$ cat src/hw/soc_bus_macros.svh
`ifndef SOC_BUS_MACROS_SVH
`define SOC_BUS_MACROS_SVH

// CPU side of the data bus.
`define ADDRESS_WIDTH        32
`define WORD_WIDTH           32
`define BYTE_LANES           4
`define PREFIX_WIDTH         4

// Top address nibble of each target.
`define PREFIX_BOOTROM       4'h0
`define PREFIX_RAM           4'h1
`define PREFIX_TIMER         4'h2
`define PREFIX_GPIO          4'h3

// Word address handed to every target, wide enough for the RAM.
`define TARGET_ADDRESS_WIDTH 8
`define RAM_ADDRESS_WIDTH    8
`define BOOTROM_ADDRESS_WIDTH 6
`define TIMER_ADDRESS_WIDTH  2
`define GPIO_ADDRESS_WIDTH   2

// Timer registers.
`define TIMER_REG_COUNT      2'd0
`define TIMER_REG_COMPARE    2'd1
`define TIMER_REG_STATUS     2'd2

// GPIO registers.
`define GPIO_REG_OUT         2'd0
`define GPIO_REG_IN          2'd1
`define GPIO_REG_IRQ_EN      2'd2

`define GPIO_WIDTH           16 // Pins.

`endif

$ cat src/hw/soc_bus_pkg.sv
`default_nettype none

`include "soc_bus_macros.svh"

package soc_bus_pkg;

    typedef logic [`WORD_WIDTH-1:0]           word_t;
    typedef logic [`ADDRESS_WIDTH-1:0]        address_t;
    typedef logic [`BYTE_LANES-1:0]           byte_mask_t;
    typedef logic [`GPIO_WIDTH-1:0]           gpio_t;
    typedef logic [`TARGET_ADDRESS_WIDTH-1:0] target_address_t;

    // Request as issued by the CPU.
    typedef struct packed {
        logic       read;
        logic       write;
        address_t   address; // Byte address.
        word_t      data_wr;
        byte_mask_t mask;
    } bus_req_t;

    typedef struct packed {
        word_t data_rd;
        logic  stall;
    } bus_rsp_t;

    // Request after decoding, with a word address.
    typedef struct packed {
        logic            read;
        logic            write;
        target_address_t address;
        word_t           data_wr;
        byte_mask_t      mask;
    } target_req_t;

endpackage

`default_nettype wire

$ cat src/hw/data_bus.sv
`timescale 1ns/1ps
`default_nettype none

`include "soc_bus_macros.svh"

module data_bus (
    input  logic                     clk,
    input  soc_bus_pkg::bus_req_t    cpu_req,
    output soc_bus_pkg::bus_rsp_t    cpu_rsp,
    output logic                     interrupt,
    output soc_bus_pkg::target_req_t rom_req,
    input  soc_bus_pkg::bus_rsp_t    rom_rsp,
    output soc_bus_pkg::target_req_t ram_req,
    input  soc_bus_pkg::bus_rsp_t    ram_rsp,
    output soc_bus_pkg::target_req_t timer_req,
    input  soc_bus_pkg::bus_rsp_t    timer_rsp,
    output soc_bus_pkg::target_req_t gpio_req,
    input  soc_bus_pkg::bus_rsp_t    gpio_rsp,
    input  logic                     timer_irq,
    input  logic                     gpio_irq
);

    logic [`PREFIX_WIDTH-1:0]  prefix;
    soc_bus_pkg::target_req_t  fanout;

    assign prefix    = cpu_req.address[`ADDRESS_WIDTH-1 -: `PREFIX_WIDTH];
    assign interrupt = timer_irq | gpio_irq;

    // Shared fields, strobes stay low until a target is selected.
    assign fanout.read    = 1'b0;
    assign fanout.write   = 1'b0;
    assign fanout.address = cpu_req.address[2 +: `TARGET_ADDRESS_WIDTH];
    assign fanout.data_wr = cpu_req.data_wr;
    assign fanout.mask    = cpu_req.mask;

    always_comb begin
        rom_req   = fanout;
        ram_req   = fanout;
        timer_req = fanout;
        gpio_req  = fanout;

        cpu_rsp.data_rd = '0; // Unmapped reads return zero.
        cpu_rsp.stall   = 1'b0;

        unique casez (prefix)
            `PREFIX_BOOTROM: begin
                rom_req.read = cpu_req.read; // Read-only target.
                cpu_rsp      = rom_rsp;
            end

            `PREFIX_RAM: begin
                ram_req.read  = cpu_req.read;
                ram_req.write = cpu_req.write;
                cpu_rsp       = ram_rsp;
            end

            `PREFIX_TIMER: begin
                timer_req.read  = cpu_req.read;
                timer_req.write = cpu_req.write;
                cpu_rsp         = timer_rsp;
            end

            `PREFIX_GPIO: begin
                gpio_req.read  = cpu_req.read;
                gpio_req.write = cpu_req.write;
                cpu_rsp        = gpio_rsp;
            end

            default: begin
                cpu_rsp.data_rd = '0;
                cpu_rsp.stall   = 1'b0;
            end
        endcase
    end

endmodule

`default_nettype wire

$ cat config.mk
export PLATFORM = sky130hd
export DESIGN_NAME = data_bus
export DESIGN_NICKNAME = d
export VERILOG_FILES = /design/src/hw/soc_bus_pkg.sv /design/src/hw/data_bus.sv
export VERILOG_INCLUDE_DIRS = /design/src /design/src/hw
export SDC_FILE = /design/constraint.sdc
export NUM_CORES = 1
export LEC_CHECK = 0
export ABC_AREA = 1
export ABC_CLOCK_PERIOD_IN_PS = 1600
export BUFFER_PORTS_ARGS = -buffer_cell sky130_fd_sc_hd__buf_2
export CAP_MARGIN = 20
export CORE_AREA = 2 2 162 164
export DETAILED_ROUTE_END_ITERATION = 10
export DIE_AREA = 0 0 164 166
export PLACE_DENSITY_LB_ADDON = 0.25
export SLEW_MARGIN = 30
export SYNTH_ARGS = -nofsm -noshare
export SYNTH_HDL_FRONTEND = slang
export SYNTH_SLANG_ARGS = --single-unit
$ cat constraint.sdc
create_clock -name vclk -period 1.6
set_input_delay 0.32 -clock vclk [all_inputs]
set_output_delay 0.32 -clock vclk [all_outputs]
set_load 0.01 [all_outputs]
==> flow_summary.json <==
{
  "yosys.area_share.adder": 0,
  "fmax_mhz": 598,
  "wire_per_inst_um": 13.9,
  "cp.required_ps": 1280,
  "seq_cells": 0,
  "cts_hold_repair.buffers": 0,
  "worst_hold_path_type": "primary input to output pin",
  "whs_ps": 640,
  "clock_buffer_count": 0,
  "cp.arrival_ps": 1350,
  "start_kind": "primary input",
  "status": "finished with violations",
  "crit_type": "primary input to output pin",
  "final_layout_size_suffix_gt1_frac": 0.547,
  "post-route-period-util": 1.04,
  "overflow": 0,
  "final_common_cell": "buf_2",
  "fin_crit_ps": 1670,
  "setup_viol": 30,
  "ys_top_cells_by_area": "buf_4 48%, nand3_1 23%, nand2_1 14%",
  "die-area_um2": 27200,
  "diodes": 0,
  "layout_common_cells": "171 x buf_2, 99 x nand3_1, 89 x nand2_1",
  "first_pass_iters": 4,
  "finalHoldViolations": 0,
  "syn2layout_area_growth_pct": 27.5,
  "synth_top_family_by_area": "buffers and inverters",
  "core_um2": 25600,
  "fin_util": 0.143,
  "grtUsageTotal": 0.0764,
  "drt_iter0_drc": 86,
  "synth_nets": 728,
  "p_leak_uw": 0.00199,
  "regArea_um2": 0,
  "yosys.area.top_type": "buf_4",
  "powerDensity_nw_per_um2": 206,
  "grt_pass1_wl_um": 15900,
  "drcViolationCount": 0,
  "die_width_um": 164,
  "ys_seq_area_frac": 0,
  "ir_worst_vdd_mv": 0.0679,
  "timing.final.ws_setup_ps": -71.6,
  "syn_inst": 523,
  "io_pins": 423,
  "synth.avg_cell_area_um2": 5.48,
  "ys.warnings.count": 0,
  "rows": 59,
  "antenna_found_initial": 1,
  "post_dp_cell_area_um2": 3030,
  "critPathCaptureType": "output pin",
  "yosys.area_share.simple": 0.392,
  "fin_nets": 744,
  "finalPower_uw": 754,
  "drv_cap": 0,
  "synth_area_um2": 2870,
  "synthDistinctLibCells": 14,
  "fin_cells": 872,
  "die_h_um": 166,
  "hpwl_um": 8670,
  "cp_max_fo": 9,
  "drt_wl_total_um": 12100,
  "grt_max_degree": 29,
  "place_congestion": 0.718,
  "avgViaCountPerCell": 3.47,
  "synth_top_area_share": 0.485,
  "grt_pass1_vias": 2784,
  "final_cell_area_um2": 3650,
  "vias": 3023,
  "start_util": 0.112,
  "synth_compound_area_frac": 0,
  "yosys-mux-area-fraction": 0,
  "antenna_left": 0,
  "synth_xor_xnor_area_share": 0,
  "rsz0062_at_grt": "true",
  "port_buffers": 181,
  "dp.cells": 858,
  "violations": "setup timing",
  "drv_slew": 0
}
[metrics by stage]
stage / TNS [ps] / setup WS (ps)
after floorplan: 0 / 201
after global placement: -1710 / -109
after detailed placement: -2000 / -116
after CTS: -1900 / -89.3
after global routing: -3230 / -138
final: -800 / -71.6
[final timing paths]
check,slack (ps),from,endpoint,cells past startpoint
worst min-delay path,640,cpu_req[5],gpio_req[5],0
worst max-delay path,-70,cpu_req[66],cpu_rsp[3],10
[routing by layer]
metal	vias to the layer above	global-route usage	wire [µm]
li1	1460	-	-
met1	1303	0.0755	4250
met2	170	0.151	6270
met3	88	0.0145	975
met4	2	0.0343	638
met5	-	0	13
[cells by family (layout without fill, tap and decap cells)]
kind of cell / after synthesis / count (layout)
other: 1 / 1
and+or+nand+nor: 248 / 248
buffers and inverters: 274 / 288
[layout make-up]
cell class	instances	area, µm²
fillers	3039	22000
well taps	335	419
inverters	71	267
repair buffers	217	1610
multi-input cells	249	1360
[critical path, cell delays in order]
cell	delay (ps)
buf_6	100
nor2_4	110
buf_12	150
buf_12	160
clkbuf_16	150
nand3_1	70
nand2_1	80
inv_2	30
nand2_1	50
buf_2	120
[report_power, final]
group | internal, µW | switching (µW) | total [µW]
logic | 380 | 374 | 754
registers | 0 | 0 | 0
clock network | 0 | 0 | 0
total | 380 | 374 | 754
[cell usage after synthesis]
library cell	count
nand2_1	104
nor2_4	3
buf_2	12
nand3_1	132
inv_2	18
nor2_1	7
clkinv_1	2
or2_2	1
conb_1	1
buf_4	185
buf_1	1
inv_1	51
nor2_2	1
clkbuf_1	5
[timing repair]
action                                  CTS  global route
gates cloned                              4             6
pin swaps                                 2            53
resized for setup                        28            61
buffers inserted                          3             3
endpoints found under the setup margin   31            37
Power figures use the tool's default switching activity.
