--- config.mk ---
export PLATFORM = sky130hd
export DESIGN_NAME = bus_timer
export DESIGN_NICKNAME = d
export VERILOG_FILES = /design/src/hw/soc_bus_pkg.sv /design/src/hw/bus_timer.sv
export VERILOG_INCLUDE_DIRS = /design/src /design/src/hw
export SDC_FILE = /design/constraint.sdc
export NUM_CORES = 1
export LEC_CHECK = 0
export ABC_AREA = 1
export BUFFER_PORTS_ARGS = -buffer_cell sky130_fd_sc_hd__buf_4
export CAP_MARGIN = 20
export CORE_MARGIN = 1.5
export CORE_UTILIZATION = 35
export CTS_CLUSTER_DIAMETER = 100
export DETAILED_ROUTE_END_ITERATION = 8
export PLACE_DENSITY = 0.65
export SLEW_MARGIN = 20
export SYNTH_ARGS = -nofsm -noshare
export SYNTH_HDL_FRONTEND = slang
export SYNTH_SLANG_ARGS = --single-unit
--- constraint.sdc ---
create_clock -name clk -period 4.7 [get_ports clk]
set_input_delay 1.175 -clock clk [delete_from_list [all_inputs] [get_ports clk]]
set_output_delay 1.175 -clock clk [all_outputs]
set_load 0.02 [all_outputs]
--- src/hw/soc_bus_macros.svh ---
`ifndef SOC_BUS_MACROS_SVH
`define SOC_BUS_MACROS_SVH

// CPU side of the data bus.
`define ADDRESS_WIDTH        32
`define WORD_WIDTH           32
`define BYTE_LANES           4
`define PREFIX_WIDTH         4

// Top address nibble of each target.
`define PREFIX_BOOTROM       4'h0
`define PREFIX_RAM           4'h1
`define PREFIX_TIMER         4'h2
`define PREFIX_GPIO          4'h3

// Word address handed to every target, wide enough for the RAM.
`define TARGET_ADDRESS_WIDTH 8
`define RAM_ADDRESS_WIDTH    8
`define BOOTROM_ADDRESS_WIDTH 6
`define TIMER_ADDRESS_WIDTH  2
`define GPIO_ADDRESS_WIDTH   2

// Timer registers.
`define TIMER_REG_COUNT      2'd0
`define TIMER_REG_COMPARE    2'd1
`define TIMER_REG_STATUS     2'd2

// GPIO registers.
`define GPIO_REG_OUT         2'd0
`define GPIO_REG_IN          2'd1
`define GPIO_REG_IRQ_EN      2'd2

`define GPIO_WIDTH           16 // Pins.

`endif

--- src/hw/soc_bus_pkg.sv ---
`default_nettype none

`include "soc_bus_macros.svh"

package soc_bus_pkg;

    typedef logic [`WORD_WIDTH-1:0]           word_t;
    typedef logic [`ADDRESS_WIDTH-1:0]        address_t;
    typedef logic [`BYTE_LANES-1:0]           byte_mask_t;
    typedef logic [`GPIO_WIDTH-1:0]           gpio_t;
    typedef logic [`TARGET_ADDRESS_WIDTH-1:0] target_address_t;

    // Request as issued by the CPU.
    typedef struct packed {
        logic       read;
        logic       write;
        address_t   address; // Byte address.
        word_t      data_wr;
        byte_mask_t mask;
    } bus_req_t;

    typedef struct packed {
        word_t data_rd;
        logic  stall;
    } bus_rsp_t;

    // Request after decoding, with a word address.
    typedef struct packed {
        logic            read;
        logic            write;
        target_address_t address;
        word_t           data_wr;
        byte_mask_t      mask;
    } target_req_t;

endpackage

`default_nettype wire

--- src/hw/bus_timer.sv ---
`timescale 1ns/1ps
`default_nettype none

`include "soc_bus_macros.svh"

module bus_timer (
    input  logic                     clk,
    input  logic                     rst,
    input  soc_bus_pkg::target_req_t req,
    output soc_bus_pkg::bus_rsp_t    rsp,
    output logic                     irq
);

    soc_bus_pkg::word_t               count;
    soc_bus_pkg::word_t               compare;
    logic                             enable;
    logic                             pending;
    logic                             hit;
    logic [`TIMER_ADDRESS_WIDTH-1:0]  reg_sel;

    assign reg_sel = req.address[`TIMER_ADDRESS_WIDTH-1:0];
    assign hit     = enable && (compare != '0) && (count == compare);

    always_ff @(posedge clk) begin
        if (rst) begin
            count   <= '0;
            compare <= '0;
            enable  <= 1'b0;
            pending <= 1'b0;
        end else begin
            if (hit) begin
                count   <= '0;
                pending <= 1'b1;
            end else if (enable) begin
                count <= count + 1'b1;
            end

            // CPU writes take priority over the counter.
            if (req.write) begin
                case (reg_sel)
                    `TIMER_REG_COUNT:   count   <= req.data_wr;
                    `TIMER_REG_COMPARE: compare <= req.data_wr;
                    `TIMER_REG_STATUS: begin
                        enable <= req.data_wr[0];
                        if (req.data_wr[1]) begin
                            pending <= 1'b0; // Write one to clear.
                        end
                    end
                    default: ;
                endcase
            end
        end
    end

    always_comb begin
        rsp.data_rd = '0;
        rsp.stall   = 1'b0;
        if (req.read) begin
            case (reg_sel)
                `TIMER_REG_COUNT:   rsp.data_rd = count;
                `TIMER_REG_COMPARE: rsp.data_rd = compare;
                `TIMER_REG_STATUS:  rsp.data_rd = {30'b0, pending, enable};
                default:            rsp.data_rd = '0;
            endcase
        end
    end

    assign irq = pending;

endmodule

`default_nettype wire

==> results_dict.tcl <==
set metrics [dict create \
    status "finished, final reports clean" \
    p_sw_frac 0.2720 \
    finClkSkew_ns 0.005983 \
    cts_resized 0 \
    clk_path_buf_depth 2 \
    root_buffer "clkbuf_16" \
    total_power_w 0.001430 \
    dp_cells 937 \
    clk_pin_slew_ns 0.05 \
    initial_utilization 0.3581 \
    ys_ff_latch 66 \
    drc 0 \
    whs_path_depth 2 \
    ant_nets 0 \
    worstSetupEndpointType "output port" \
    holdWs_ns 0.4875 \
    grt_overflow 0 \
    final_common_cell "nand2_1" \
    power_frac_seq 0.429 \
    clock_latency_ns 0.33 \
    ys.flop_type "dfxtp_1" \
    setup_viol 0 \
    nets 825 \
    antenna_cells 0 \
    grt_pass1_wl_mm 21.57 \
    ys.warnings.count 0 \
    hpwlAfterDp_mm 9.382 \
    reg2regPathDepth 7 \
    ys_seq_area_frac 0.2936 \
    post_cts_buffers 0 \
    cts_made_buffers 9 \
    cts_sinks 66 \
    hold_viol_final 0 \
    syn_inst 729 \
    post_drt_wl_per_cell_um 13.78 \
    synth_cell_types 32 \
    syn_area_um2 4501 \
    ctsHoldBuffers 0 \
    antenna_found_initial 0 \
    place_congestion 0.8969 \
    grt_pass1_vias 4223 \
    total_leakage_power_nw 2.143 \
    row_count 41 \
    grt_max_degree 42 \
    grtUsageTotal 0.2042 \
    clockPowerShare 0.430 \
    path_class "input pin to output port" \
    p_comb_frac 0.141 \
    syn_to_final_growth_pct 18.82 \
    layout_common_cells "nand2_1, a21oi_1, inv_1" \
    avgSynthCellArea_um2 6.174 \
    synth-edff-count 0 \
    critPathLaunchType "input pin" \
    fmax_mhz 280.7 \
    pin_count 82 \
    cts_tree "yes" \
    die_width_um 116.4 \
    dr.pass1.iters 5 \
    die_y_um 116.4 \
    dp_slack_ns 1.106 \
    async_reset_ff_frac 0 \
    rsz0062_at_grt "false" \
    core_area_um2 12570 \
    drt_first_iter_violations 316 \
    crit_fanout 21 \
    report.final.slew_viol_count 0 \
    htree_levels 3 \
    finalCritPeriodShare 0.7580 \
    synth_fp_nets 778 \
    drv_cap 0 \
    routed-via-count 4649 \
    p_switching_w 0.0003891 \
    layout-drive-gt1-share 0.1667 \
    period_minus_slack_ns 3.562 \
    io_buffers 70 \
    die_area_um2 13550 \
    cp.required_ns 3.52 \
    p_int_w 0.001041 \
    maxSlewHeadroom 0.3597 \
    setup-tns-final_ns 0 \
    setup_ws_ns 1.138 \
    hp-class "flop to flop" \
    post_drt_via_cell_ratio 4.883 \
    arrival_ns 2.39 \
    powerDensity_nw_per_um2 267.5 \
    drt-total-wl_mm 13.12 \
    worstMarginPinSlew_ns 0.9581 \
    peakVddDrop_mv 0.1220 \
    final_cells 952 \
]
## power groups by stage
| stage | Clock, W | Sequential [W] | Combinational (W) |
|---|---|---|---|
| final | 0.000615 | 0.000613 | 0.000202 |
| after CTS | 0.000629 | 0.000613 | 0.000203 |
| after detailed placement | 0 | 0.000625 | 0.000203 |
| after floorplan | 0 | 0.000614 | 0.000135 |
| after global routing | 0.000650 | 0.000617 | 0.000227 |
| after global placement | 0 | 0.000625 | 0.000202 |
## layer usage
metal  wire (µm)  global-route usage
met5           0                   0
met4         211             0.06423
met3         509             0.03425
met2        6002              0.3306
met1        6393              0.2779
## cell families (layout without fill, tap and decap cells)
family,count (synthesis),count (layout),synth area share
and+or+nand+nor,370,370,0.3670
AOI/OAI and AO/OA,131,131,0.1493
buffers and inverters,124,175,0.1165
DFF,66,66,0.2936
xor gates and xnor gates,36,36,0.07006
adders and majority gates,1,1,0.002780
other,1,1,0.0008332
## layout make-up
cell class	count	area [µm²]
inverter	85	319.1
fill	1372	7221
timing repair buffer	75	563.0
multi-input combinational	539	2658
clock buffer	12	256.5
tap	172	215.2
sequential	66	1321
clock inverter	3	15.01
## cell usage after synthesis (3+ instances only)
cell type,instances,area (µm²)
xnor2_1,14,122.6
o21ai_0,31,155.2
clkbuf_1,24,90.09
clkinv_1,3,11.26
inv_1,77,289.0
a21oi_1,94,470.5
nand2_1,209,784.5
buf_2,7,35.03
buf_6,6,67.56
nand3_2,6,60.06
nand4_1,16,100.1
dfxtp_1,66,1321
nand3_1,61,305.3
nor2_1,44,165.2
inv_2,5,18.77
nor2_2,15,93.84
nor2_4,4,45.04
a21oi_2,3,26.28
xor2_1,22,192.7
nor3_1,7,35.03
nand2_2,4,25.02
## worst max-delay path: stages
cell,delay [ns]
buf_4,0.11
inv_1,0.58
buf_4,0.30
a21oi_1,0.06
buf_4,0.15
## metrics by stage
stage | cell area [µm²] | util
after floorplan | 4501 | -
after global placement | 5076 | 0.4039
after detailed placement | 5076 | 0.4039
after CTS | 5348 | 0.4255
after global routing | 5348 | 0.4255
final | 5348 | 0.4255
## path summary, 6_finish.rpt
path	from	endpoint	slack (ns)
setup / recovery	req[45]	rsp[24]	1.14
hold / removal	irq	irq	0.49
setup reg to reg	enable	count[12]	2.45
hold reg to reg	irq	irq	0.49
## registers in the layout, summed over array words and instances (netlist names)
signal and count:
compare 32, irq 1, count 32, enable 1
(Power assumes the default switching activity.)
