File: src/hw/soc_bus_macros.svh
`ifndef SOC_BUS_MACROS_SVH
`define SOC_BUS_MACROS_SVH

// CPU side of the data bus.
`define ADDRESS_WIDTH        32
`define WORD_WIDTH           32
`define BYTE_LANES           4
`define PREFIX_WIDTH         4

// Top address nibble of each target.
`define PREFIX_BOOTROM       4'h0
`define PREFIX_RAM           4'h1
`define PREFIX_TIMER         4'h2
`define PREFIX_GPIO          4'h3

// Word address handed to every target, wide enough for the RAM.
`define TARGET_ADDRESS_WIDTH 8
`define RAM_ADDRESS_WIDTH    8
`define BOOTROM_ADDRESS_WIDTH 6
`define TIMER_ADDRESS_WIDTH  2
`define GPIO_ADDRESS_WIDTH   2

// Timer registers.
`define TIMER_REG_COUNT      2'd0
`define TIMER_REG_COMPARE    2'd1
`define TIMER_REG_STATUS     2'd2

// GPIO registers.
`define GPIO_REG_OUT         2'd0
`define GPIO_REG_IN          2'd1
`define GPIO_REG_IRQ_EN      2'd2

`define GPIO_WIDTH           16 // Pins.

`endif

File: src/hw/soc_bus_pkg.sv
`default_nettype none

`include "soc_bus_macros.svh"

package soc_bus_pkg;

    typedef logic [`WORD_WIDTH-1:0]           word_t;
    typedef logic [`ADDRESS_WIDTH-1:0]        address_t;
    typedef logic [`BYTE_LANES-1:0]           byte_mask_t;
    typedef logic [`GPIO_WIDTH-1:0]           gpio_t;
    typedef logic [`TARGET_ADDRESS_WIDTH-1:0] target_address_t;

    // Request as issued by the CPU.
    typedef struct packed {
        logic       read;
        logic       write;
        address_t   address; // Byte address.
        word_t      data_wr;
        byte_mask_t mask;
    } bus_req_t;

    typedef struct packed {
        word_t data_rd;
        logic  stall;
    } bus_rsp_t;

    // Request after decoding, with a word address.
    typedef struct packed {
        logic            read;
        logic            write;
        target_address_t address;
        word_t           data_wr;
        byte_mask_t      mask;
    } target_req_t;

endpackage

`default_nettype wire

File: src/hw/boot_rom.sv
`timescale 1ns/1ps
`default_nettype none

`include "soc_bus_macros.svh"

module boot_rom (
    input  soc_bus_pkg::target_req_t req,
    output soc_bus_pkg::bus_rsp_t    rsp
);

    localparam int WORDS = 1 << `BOOTROM_ADDRESS_WIDTH;

    typedef soc_bus_pkg::word_t rom_table_t [WORDS];

    // Entry i is B0, then i, then i squared in the low half.
    function automatic rom_table_t build_table();
        rom_table_t t;
        for (int i = 0; i < WORDS; i++) begin
            t[i] = {8'hB0, 8'(i), 16'(i * i)};
        end
        return t;
    endfunction

    localparam rom_table_t ROM_TABLE = build_table();

    logic [`BOOTROM_ADDRESS_WIDTH-1:0] index;

    assign index = req.address[`BOOTROM_ADDRESS_WIDTH-1:0];

    assign rsp.data_rd = req.read ? ROM_TABLE[index] : '0;
    assign rsp.stall   = 1'b0;

endmodule

`default_nettype wire

File: config.mk
export PLATFORM = sky130hd
export DESIGN_NAME = boot_rom
export DESIGN_NICKNAME = d
export VERILOG_FILES = /design/src/hw/soc_bus_pkg.sv /design/src/hw/boot_rom.sv
export VERILOG_INCLUDE_DIRS = /design/src /design/src/hw
export SDC_FILE = /design/constraint.sdc
export NUM_CORES = 1
export LEC_CHECK = 0
export ABC_AREA = 1
export ABC_CLOCK_PERIOD_IN_PS = 2500
export BUFFER_PORTS_ARGS = -buffer_cell sky130_fd_sc_hd__buf_2
export CELL_PAD_IN_SITES_DETAIL_PLACEMENT = 1
export CELL_PAD_IN_SITES_GLOBAL_PLACEMENT = 2
export CORE_MARGIN = 3
export CORE_UTILIZATION = 16
export DETAILED_ROUTE_END_ITERATION = 12
export MAX_ROUTING_LAYER = met4
export PLACE_DENSITY_LB_ADDON = 0.08
export REMOVE_ABC_BUFFERS = 1
export SLEW_MARGIN = 20
export SYNTH_ARGS = -nofsm -noshare
export SYNTH_HDL_FRONTEND = slang
export SYNTH_SLANG_ARGS = --single-unit
File: constraint.sdc
create_clock -name vclk -period 2.5
set_input_delay 0.375 -clock vclk [all_inputs]
set_output_delay 0.375 -clock vclk [all_outputs]
set_load 0.02 [all_outputs]
==> impl_metrics.tcl <==
set metrics [dict create \
    area_growth_pct 14.3 \
    placement_rows 23 \
    timing.final.hold_violations 0 \
    cap_violations 0 \
    fin_crit_sh_pct 82.0 \
    power.combinational.fraction_pct 100.0 \
    syn_area_um2 718 \
    drtIter0Drc 22 \
    fmax_ghz 0.488 \
    ioPinCount 79 \
    sequentialPowerShare_pct 0 \
    path_depth 12 \
    detail_route.wl_per_cell_um 11.8 \
    worst_path_max_delay_cell "sky130_fd_sc_hd__ha_1" \
    post_layout_nonfiller_instances 205 \
    critPathArrivalTime_ps 1680 \
    setup_repair_after_global_routing_missed_its_margin "no" \
    static-leakage-power_nw 0.547 \
    dominant_combinational_cell_family_by_area_after_synthesis "simple AND/OR/NAND/NOR gates" \
    post_cts.resized_instances 0 \
    globalRouteOverflowTotal 0 \
    drt.antenna.violating_nets 0 \
    post_synth_mux_area_share_pct 0 \
    die_h_um 73.0 \
    seqCellArea_um2 0 \
    compound_cell_area_share_of_the_yosys_netlist_pct 19.2 \
    final_period_minus_worst_setup_slack_ps 2050 \
    cp.buffers_inverters 4 \
    gp_congestion 0.731 \
    fp.dieW_um 73.0 \
    number_of_distinct_library_cell_variants_in_the_gate_level_netlist_after_synthesis 19 \
    clock_network_power_share_pct 0 \
    cp_top_family "buffers and inverters" \
    track_usage_pct 9.43 \
    drv_slew 0 \
    post_synth_xor_area_fraction_pct 0 \
    placeableCoreArea_um2 4170 \
    worstPathMaxFanout 7 \
    worstHoldPathType "in -> out" \
    critical_path_cell_by_cell "buf_2 > inv_1 > ha_1 > nand2_1 > o21ai_0 > nand2_1 > nand2_1 > nand2_1 > nand2_1 > nand2_1 > inv_1 > buf_2" \
    fraction_of_the_mapped_netlist_area_in_simple_logic_gates_pct 35.5 \
    number_of_design_rule_violations_left_after_detail_routing 0 \
    yosys.area_share.adder_pct 12.2 \
    flops_and_latches 0 \
    status "complete, no violations" \
    effective_utilization_at_floorplan_pct 17.2 \
    worst_ep_required_time_ps 2120 \
    end_kind "output pin" \
    finish_stage_setup_viols 0 \
    synth-seq-area-share_pct 0 \
    hold_path_end "rsp[8]" \
    power_density_nw_per_um2 209 \
    drt-vias-per-instance 4.04 \
    place_hpwl_um 1990 \
    hold_buffers_post_cts 0 \
    grt_antenna_before_repair 0 \
    nClkBuffers 0 \
    final_common_cell "sky130_fd_sc_hd__nand2_1" \
    startpoint_of_the_lowest_slack_hold_path "req[41]" \
    place_inst 205 \
    min_path_cells 3 \
    power.share.switching_pct 71.4 \
    final_layout_size_suffix_gt1_share_pct 23.2 \
    final_net_count 210 \
    post-cts-setup-buffers 0 \
    yosys_warnings 0 \
    finalSetupTns_ps 0 \
    irDropWorstVdd_v 0.0000326 \
    critical_path.most_common_cell "sky130_fd_sc_hd__nand2_1" \
    postLayoutCoreUtil_pct 19.7 \
    place.port_buffers 27 \
    fill_cells 571 \
    drt_first_pass_iters 4 \
    finalWirelength_um 2430 \
    layout.cells.most_common_list "45 x sky130_fd_sc_hd__nand2_1, 27 x sky130_fd_sc_hd__buf_2, 18 x sky130_fd_sc_hd__inv_1" \
    avgSynthCellArea_um2 5.36 \
    netSwitchingPower_mw 0.123 \
    die_area_um2 5330 \
    vias 829 \
    grt_max_degree 15 \
    via_count_of_the_first_global_routing_pass 805 \
    critPathMaxStageDelay_ps 330 \
    cellInternalPower_mw 0.0491 \
    grt_first_pass_wirelength_um 4020 \
    startpoint_type "primary input" \
    post_synth_inst_count 134 \
    antenna_cells 0 \
    criticalPathCategory "in -> out" \
]
how the worst max path moves through the flow:
stage | end | startpoint | slack (ps)
floorplan | rsp[5] | req[36] | 780
global placement | rsp[7] | req[36] | 380
detailed placement | rsp[7] | req[36] | 410
CTS | rsp[7] | req[36] | 400
global route | rsp[7] | req[36] | 270
finish | rsp[7] | req[36] | 450
cells by family after synthesis:
logic type,Yosys count
other,1
and+or+nand+nor,62
AOI/OAI and AO/OA,24
adders and majority gates,7
buffers and inverters,40
per-stage QoR:
stage | total power [mW] | hold WS [ps] | setup slack (ps) | cell area, um2
2_1_floorplan | 0.106 | 750 | 778 | 601
3_3_place_gp | 0.176 | 1120 | 380 | 821
3_5_place_dp | 0.175 | 1120 | 408 | 821
4_1_cts | 0.175 | 1120 | 402 | 821
5_1_grt | 0.195 | 1130 | 270 | 821
6_report | 0.172 | 1110 | 449 | 821
power by group through the flow:
stage                     clock network (mW)  logic (mW)  registers (mW)
after floorplan                            0       0.106               0
after global placement                     0       0.176               0
after detailed placement                   0       0.175               0
after CTS                                  0       0.175               0
after global routing                       0       0.195               0
final                                      0       0.172               0
cell type report:
type	instances	area, um2	share of cell area [%]
multi-input cells	106	529	64.5
repair buffers	30	158	19.2
inverters	19	71.3	8.69
well taps	50	62.6	7.62
synthesized netlist by cell type:
library cell / number / share of area (%)
sky130_fd_sc_hd__a21oi_1: 9 / 6.3
sky130_fd_sc_hd__a21oi_2: 3 / 3.7
sky130_fd_sc_hd__a31oi_1: 1 / 0.87
sky130_fd_sc_hd__buf_2: 1 / 0.70
sky130_fd_sc_hd__buf_4: 18 / 19
sky130_fd_sc_hd__buf_6: 2 / 3.1
sky130_fd_sc_hd__conb_1: 1 / 0.52
sky130_fd_sc_hd__ha_1: 7 / 12
sky130_fd_sc_hd__inv_1: 18 / 9.4
sky130_fd_sc_hd__inv_2: 1 / 0.52
sky130_fd_sc_hd__nand2_1: 45 / 24
sky130_fd_sc_hd__nand2_4: 1 / 1.6
sky130_fd_sc_hd__nand3_1: 4 / 2.8
sky130_fd_sc_hd__nor2_1: 9 / 4.7
sky130_fd_sc_hd__nor2_4: 1 / 1.6
sky130_fd_sc_hd__nor3_1: 2 / 1.4
sky130_fd_sc_hd__o211ai_1: 2 / 2.1
sky130_fd_sc_hd__o21ai_0: 7 / 4.9
sky130_fd_sc_hd__o21ai_1: 2 / 1.4
layer usage:
layer / vias up / track usage, % / share of wire, %
li1: 429 / - / -
met1: 375 / 12.9 / 49
met2: 25 / 16.5 / 47
met3: 0 / 0.138 / 4.4
met4: 0 / 0 / 0
met5: - / - / 0
Note: power is estimated with default switching activity, not from simulation.
