===== src/hw/soc_bus_macros.svh =====
`ifndef SOC_BUS_MACROS_SVH
`define SOC_BUS_MACROS_SVH

// CPU side of the data bus.
`define ADDRESS_WIDTH        32
`define WORD_WIDTH           32
`define BYTE_LANES           4
`define PREFIX_WIDTH         4

// Top address nibble of each target.
`define PREFIX_BOOTROM       4'h0
`define PREFIX_RAM           4'h1
`define PREFIX_TIMER         4'h2
`define PREFIX_GPIO          4'h3

// Word address handed to every target, wide enough for the RAM.
`define TARGET_ADDRESS_WIDTH 8
`define RAM_ADDRESS_WIDTH    8
`define BOOTROM_ADDRESS_WIDTH 6
`define TIMER_ADDRESS_WIDTH  2
`define GPIO_ADDRESS_WIDTH   2

// Timer registers.
`define TIMER_REG_COUNT      2'd0
`define TIMER_REG_COMPARE    2'd1
`define TIMER_REG_STATUS     2'd2

// GPIO registers.
`define GPIO_REG_OUT         2'd0
`define GPIO_REG_IN          2'd1
`define GPIO_REG_IRQ_EN      2'd2

`define GPIO_WIDTH           16 // Pins.

`endif


===== src/hw/soc_bus_pkg.sv =====
`default_nettype none

`include "soc_bus_macros.svh"

package soc_bus_pkg;

    typedef logic [`WORD_WIDTH-1:0]           word_t;
    typedef logic [`ADDRESS_WIDTH-1:0]        address_t;
    typedef logic [`BYTE_LANES-1:0]           byte_mask_t;
    typedef logic [`GPIO_WIDTH-1:0]           gpio_t;
    typedef logic [`TARGET_ADDRESS_WIDTH-1:0] target_address_t;

    // Request as issued by the CPU.
    typedef struct packed {
        logic       read;
        logic       write;
        address_t   address; // Byte address.
        word_t      data_wr;
        byte_mask_t mask;
    } bus_req_t;

    typedef struct packed {
        word_t data_rd;
        logic  stall;
    } bus_rsp_t;

    // Request after decoding, with a word address.
    typedef struct packed {
        logic            read;
        logic            write;
        target_address_t address;
        word_t           data_wr;
        byte_mask_t      mask;
    } target_req_t;

endpackage

`default_nettype wire


===== src/hw/bus_gpio.sv =====
`timescale 1ns/1ps
`default_nettype none

`include "soc_bus_macros.svh"

module bus_gpio (
    input  logic                     clk,
    input  logic                     rst,
    input  soc_bus_pkg::target_req_t req,
    output soc_bus_pkg::bus_rsp_t    rsp,
    output logic                     irq,
    input  soc_bus_pkg::gpio_t       gpio_in,
    output soc_bus_pkg::gpio_t       gpio_out
);

    soc_bus_pkg::gpio_t              out_reg;
    soc_bus_pkg::gpio_t              irq_en;
    logic [`GPIO_ADDRESS_WIDTH-1:0]  reg_sel;

    assign reg_sel = req.address[`GPIO_ADDRESS_WIDTH-1:0];

    always_ff @(posedge clk) begin
        if (rst) begin
            out_reg <= '0;
            irq_en  <= '0;
        end else if (req.write) begin
            case (reg_sel)
                `GPIO_REG_OUT: begin
                    for (int b = 0; b < `GPIO_WIDTH / 8; b++) begin
                        if (req.mask[b]) begin
                            out_reg[8*b +: 8] <= req.data_wr[8*b +: 8];
                        end
                    end
                end
                `GPIO_REG_IRQ_EN: irq_en <= req.data_wr[`GPIO_WIDTH-1:0];
                default: ;
            endcase
        end
    end

    always_comb begin
        rsp.data_rd = '0;
        rsp.stall   = 1'b0;
        if (req.read) begin
            case (reg_sel)
                `GPIO_REG_OUT:    rsp.data_rd = soc_bus_pkg::word_t'(out_reg);
                `GPIO_REG_IN:     rsp.data_rd = soc_bus_pkg::word_t'(gpio_in);
                `GPIO_REG_IRQ_EN: rsp.data_rd = soc_bus_pkg::word_t'(irq_en);
                default:          rsp.data_rd = '0;
            endcase
        end
    end

    assign irq      = |(gpio_in & irq_en); // Level, not latched.
    assign gpio_out = out_reg;

endmodule

`default_nettype wire


===== config.mk =====
export PLATFORM = sky130hd
export DESIGN_NAME = bus_gpio
export DESIGN_NICKNAME = d
export VERILOG_FILES = /design/src/hw/soc_bus_pkg.sv /design/src/hw/bus_gpio.sv
export VERILOG_INCLUDE_DIRS = /design/src /design/src/hw
export SDC_FILE = /design/constraint.sdc
export NUM_CORES = 1
export LEC_CHECK = 0
export BUFFER_PORTS_ARGS = -buffer_cell sky130_fd_sc_hd__buf_2
export CORE_MARGIN = 4
export CORE_UTILIZATION = 43
export CTS_CLUSTER_DIAMETER = 40
export DETAILED_ROUTE_END_ITERATION = 8
export HOLD_SLACK_MARGIN = 0.06
export PLACE_DENSITY = 0.89
export REMOVE_ABC_BUFFERS = 1
export SYNTH_ARGS = -nofsm -noshare
export SYNTH_HDL_FRONTEND = slang
export SYNTH_SLANG_ARGS = --single-unit

===== constraint.sdc =====
create_clock -name clk -period 1.2 [get_ports clk]
set_input_delay 0.18 -clock clk [delete_from_list [all_inputs] [get_ports clk]]
set_output_delay 0.18 -clock clk [all_outputs]
set_load 0.02 [all_outputs]

==> results of run 1 <==
==> flip-flops by register name, summed over array words and instances, names as in the netlist <==
name      flops
gpio_out     16
irq_en       16
==> kinds of logic after synthesis <==
group,Yosys count
muxes,32
other,1
DFF,32
buffers and inverters,32
and+or+nand+nor,70
AOI/OAI and AO/OA,40
==> timing repair <==
item                                    in CTS  in global routing
resized for setup                           68                 11
pin swaps                                   17                  1
hold buffers                                 0                  0
buffers inserted                             1                  1
endpoints found under the setup margin      17                 17
gates cloned                                 1                  0
==> area by class of cell <==
| cell class | count | area, sq um | share of cell area, % |
|---|---|---|---|
| clock buffers | 6 | 72.57 | 2.735 |
| clock inverters | 2 | 35.03 | 1.320 |
| multi-input cells | 159 | 1054 | 39.70 |
| flip-flops and latches | 32 | 669.4 | 25.22 |
| well taps | 50 | 62.56 | 2.357 |
| repair buffers | 100 | 760.7 | 28.67 |
==> path summary, 6_finish.rpt <==
| check | end | depth (start not counted) | from |
|---|---|---|---|
| worst max-delay path | irq | 4 | irq_en[8] |
| worst min-delay path | irq_en[0] | 3 | req[4] |
| worst max register to register | irq_en[8] | 4 | irq_en[8] |
| worst min register to register | irq_en[5] | 2 | irq_en[5] |
==> where the power goes <==
part	leakage [nW]	switching (mW)	total (mW)	internal [mW]
sequential	0.270	0.0230	1.12	1.10
combinational	0.873	0.297	0.544	0.247
clock	0.0552	0.406	1.02	0.616
total	1.20	0.726	2.68	1.96
==> per-layer routing <==
layer  routed length (um)  track usage (%)
met4                   93            10.66
met3                  419            4.270
met5                    0                0
met2                 2812            37.27
met1                 2203            23.60
==> per-stage QoR <==
| stage | setup TNS, ps | area, sq um | hold slack [ps] |
|---|---|---|---|
| floorplan | -2722 | 1649 | 249.1 |
| global placement | -1208 | 2310 | 429.2 |
| detailed placement | -1660 | 2310 | 437.2 |
| CTS | -2769 | 2624 | 130.8 |
| global route | -3835 | 2654 | 143.8 |
| finish | -2755 | 2654 | 138.5 |
==> worst reg2reg max path: stages, from the launching register on <==
cell and delay, ps:
dfxtp_2 330, buf_4 100, buf_6 80, nand2_1 40
a21oi_1 160
==> cell usage after synthesis (all sizes together) <==
library cell	instances	area share, %
a21oi	16	4.4
a221oi	4	1.9
a22o	4	1.9
and2	16	5.5
and3b	1	0.48
and4bb	2	1.4
buf	26	11
clkbuf	6	1.4
conb	1	0.21
dfxtp	32	35
mux2i	32	18
nand2	32	6.6
nand3b	1	0.41
nand4	1	0.34
nor2	16	3.3
nor2b	1	0.34
o2bb2ai	16	7.7
==> results_dict.tcl, run 1 <==
set metrics [dict create \
    grt_remaining_overflow 0 \
    count_of_final_hold_check_violations 0 \
    fin_nets 362 \
    via_count_of_the_first_global_routing_pass 1824 \
    crit_required_ps 1020 \
    clk_root_buffer_cell "clkbuf_8" \
    mostFrequentLayoutCell "buf_2" \
    placed_cells 338 \
    post-route-min-period_ps 1536 \
    fin_util_pct 65.87 \
    antenna_found_initial 0 \
    floorplan.rows 23 \
    synth-seq-area-share_pct 35.29 \
    worst_setup_path_start_kind "flip-flop" \
    start_util_pct 45.06 \
    reg2reg_setup_slack_ps 410 \
    synth_xor_area_share_pct 0 \
    clk-insertion-delay-late_ps 280 \
    largest_fanout_of_any_net_on_the_critical_path 2 \
    yosys.area_share.simple_pct 18.40 \
    dp_hpwl_um 3757 \
    timing.critical_path.arrival_ps 1360 \
    cpMaxStageDelayCell "dfxtp_2" \
    placeableCoreArea_sq_um 4029 \
    max_freq_mhz 651.2 \
    result_of_the_run "finished, violations left" \
    ir_drop_uv 713.1 \
    synth.distinct_cells 21 \
    drt_first_pass_iters 4 \
    cpPeakStageDelay_ps 320 \
    synthAdderAreaFrac_pct 0 \
    final.setup_skew_ps 0 \
    static_leakage_nw 1.198 \
    groute.usage.overall_pct 21.01 \
    n_antenna_cell 0 \
    worst-path-buf-inv 1 \
    num_io_pins 114 \
    drt_first_iter_violations 101 \
    power.density_cell_area_nw_per_um2 1011 \
    pin_count_of_the_biggest_net_entering_global_routing 33 \
    failed_checks "setup timing" \
    critical_setup_path_kind "reg -> out" \
    pre_cts_slack_ps -130.8 \
    critical_path_cell_list "a22o_1 -> a221oi_2 -> nand4_1 -> buf_2" \
    area_growth_from_synthesis_to_layout_pct 46.18 \
    layoutNonFillerInstCount 349 \
    timing.final.max_slew_violations 0 \
    viasPerCell 5.074 \
    rsz0062_at_grt "true" \
    hold_class "in -> reg" \
    filler_cell_count 337 \
    synth-compound-area-share_pct 15.99 \
    height_of_the_die_um 72.98 \
    tritoncts "done" \
    die-area_sq_um 5325 \
    place.port_buffers 72 \
    timing.critical_path.max_delay_family "compound AO/OA/AOI/OAI gates" \
    numCtsBuffers 5 \
    cts_max_path_buffers 2 \
    routed-via-count 1771 \
    post-route-worst-setup-slack_ps -335.5 \
    setup-violations-final 17 \
    grt_first_pass_wirelength_um 8480 \
    wl_um 5529 \
    portion_of_netlist_area_occupied_by_mux_cells_pct 17.64 \
    timing.max_cap.violations 0 \
    drc 0 \
    yosysWarningCount 0 \
    cts_sink_cnt 32 \
    dieWidth_um 72.98 \
    place_congestion 0.7599 \
    mappedNetlistArea_sq_um 1815 \
    share_of_cells_above_drive_strength_1_pct 47.16 \
    synth.ff_latch_count 32 \
    finalCritPeriodShare_pct 128.0 \
    main_combinational_cell_family_by_area_after_synthesis "simple AND/OR/NAND/NOR gates" \
    postSynthCellCount 207 \
    routedWlPerCell_um 15.84 \
    antenna_violating_nets_post_route 0 \
    mostFrequentLayoutCells "55 x buf_2, 32 x nand2_1, 30 x mux2i_1" \
    htree_levels 2 \
    clkSlewWorstSetupHoldPaths_ps 70 \
    critPathCaptureType "output port" \
    syn_area_per_cell_sq_um 8.770 \
    post-layout-total-power_mw 2.684 \
]
Power figures use the tool's default switching activity.
==> run 2, diff against run 1 <==
--- a/config.mk
+++ b/config.mk
@@ -14,6 +14,7 @@
 export HOLD_SLACK_MARGIN = 0.06
 export PLACE_DENSITY = 0.89
 export REMOVE_ABC_BUFFERS = 1
+export SETUP_SLACK_MARGIN = 0.5
 export SYNTH_ARGS = -nofsm -noshare
 export SYNTH_HDL_FRONTEND = slang
 export SYNTH_SLANG_ARGS = --single-unit
==> run 2 against run 1 <==
  * The run still ends with setup timing left
  * Register-to-register slack better by 20 ps
  * Clock skew stayed put
  * Final cell count is 0.86% higher
  * Combinational power is 17% higher
  * First-iteration DRC count is 20% higher
  * Sequential power hardly changed
  * Wire length is 14% higher
  * Worst hold slack hardly changed
  * Via count is 5.5% higher
  * Sequential share of layout area is 2.5 points lower
  * Die area stayed put
  * Critical path type unchanged
  * Critical endpoint unchanged
==> results_dict.tcl, run 2 (synthesized netlist as in run 1, its figures left out) <==
set metrics [dict create \
    viasPerCell 5.307 \
    count_of_final_hold_check_violations 0 \
    antenna_found_initial 0 \
    ir_drop_uv 731.0 \
    timing.final.max_slew_violations 0 \
    dieWidth_um 72.98 \
    power.density_cell_area_nw_per_um2 920.3 \
    worst-path-buf-inv 1 \
    cpMaxStageDelayCell "dfxtp_2" \
    pre_cts_slack_ps -130.8 \
    critical_setup_path_kind "reg -> out" \
    max_freq_mhz 637.9 \
    area_growth_from_synthesis_to_layout_pct 67.13 \
    hold_class "in -> reg" \
    dp_hpwl_um 3757 \
    num_io_pins 114 \
    drc 0 \
    failed_checks "setup timing" \
    height_of_the_die_um 72.98 \
    groute.usage.overall_pct 23.54 \
    post-route-min-period_ps 1568 \
    drt_first_pass_iters 4 \
    critical_path_cell_list "a22o_1 -> a221oi_2 -> nand4_1 -> buf_2" \
    start_util_pct 45.06 \
    cpPeakStageDelay_ps 330 \
    finalCritPeriodShare_pct 130.6 \
    antenna_violating_nets_post_route 0 \
    clkSlewWorstSetupHoldPaths_ps 70 \
    place_congestion 0.7599 \
    post-route-worst-setup-slack_ps -367.7 \
    die-area_sq_um 5325 \
    n_antenna_cell 0 \
    timing.critical_path.arrival_ps 1390 \
    clk-insertion-delay-late_ps 280 \
    result_of_the_run "finished, violations left" \
    routed-via-count 1868 \
    largest_fanout_of_any_net_on_the_critical_path 2 \
    placeableCoreArea_sq_um 4029 \
    via_count_of_the_first_global_routing_pass 1977 \
    cts_max_path_buffers 2 \
    tritoncts "done" \
    routedWlPerCell_um 17.84 \
    share_of_cells_above_drive_strength_1_pct 63.25 \
    rsz0062_at_grt "true" \
    crit_required_ps 1020 \
    grt_first_pass_wirelength_um 9501 \
    timing.critical_path.max_delay_family "compound AO/OA/AOI/OAI gates" \
    cts_sink_cnt 32 \
    post-layout-total-power_mw 2.792 \
    grt_remaining_overflow 0 \
    clk_root_buffer_cell "clkbuf_8" \
    fin_nets 365 \
    numCtsBuffers 5 \
    htree_levels 2 \
    critPathCaptureType "output port" \
    floorplan.rows 23 \
    mostFrequentLayoutCell "buf_6" \
    static_leakage_nw 1.332 \
    wl_um 6278 \
    mostFrequentLayoutCells "49 x buf_6, 39 x buf_2, 29 x dfxtp_2" \
    setup-violations-final 17 \
    timing.max_cap.violations 0 \
    place.port_buffers 72 \
    worst_setup_path_start_kind "flip-flop" \
    drt_first_iter_violations 121 \
    final.setup_skew_ps 0 \
    pin_count_of_the_biggest_net_entering_global_routing 33 \
]
-- run 2: cell count changes in the layout (fill, tap and decap cells not counted), sizes merged --
cell,change
buf,+4
clkbuf,-1
-- run 2: tightest hold or removal path: stages --
cell	delay, ps
buf_2	110
nand2_2	60
a21oi_2	40
-- run 2: power breakdown --
part | internal, mW | switching [mW]
Sequential | 1.09 | 0.0272
Combinational | 0.295 | 0.344
Clock | 0.616 | 0.419
-- run 2: final cells by class --
cell class | instances | area (sq um)
Multi-Input combinational cell | 159 | 1234
Sequential cell | 32 | 688.2
Timing Repair Buffer | 103 | 942.2
Clock inverter | 2 | 35.03
Fill cell | 279 | 994.7
Clock buffer | 6 | 72.57
Tap cell | 50 | 62.56
-- run 2: final timing paths --
| kind | startpoint | cells past startpoint | to | slack, ps |
|---|---|---|---|---|
| worst min-delay path | req[6] | 3 | irq_en[2] | 140 |
| worst max register to register | irq_en[8] | 4 | irq_en[8] | 430 |
| worst max-delay path | irq_en[11] | 4 | irq | -370 |
| worst min register to register | irq_en[2] | 2 | irq_en[2] | 490 |
-- run 2: metal layers --
metal  vias up  wire (um)  GRT usage [%]
li1        881          -              -
met2        82       3347          43.09
met1       899       2438          26.19
met5         -          0              0
met4         0         69          8.607
met3         6        423          5.647
-- run 2: through the flow --
step | hold WS [ps] | cell area [sq um] | setup TNS, ps | std cells | util, %
5_1_grt | 132.5 | 3034 | -3953 | 352 | 75.31
6_report | 138.2 | 3034 | -2896 | 352 | 75.31
2_1_floorplan | 249.1 | 1649 | -2722 | 191 | -
4_1_cts | 127.8 | 2882 | -2776 | 349 | 71.52
3_3_place_gp | 429.2 | 2310 | -1208 | 338 | 57.33
3_5_place_dp | 437.2 | 2310 | -1660 | 338 | 57.33
-- run 2: repair_timing --
item                                    4_1_cts  5_1_grt
buffers inserted                              1        3
pin swaps                                    30        8
hold buffers                                  0        0
endpoints found under the setup margin       65       65
resized for setup                           156       31
cloned                                        2        0
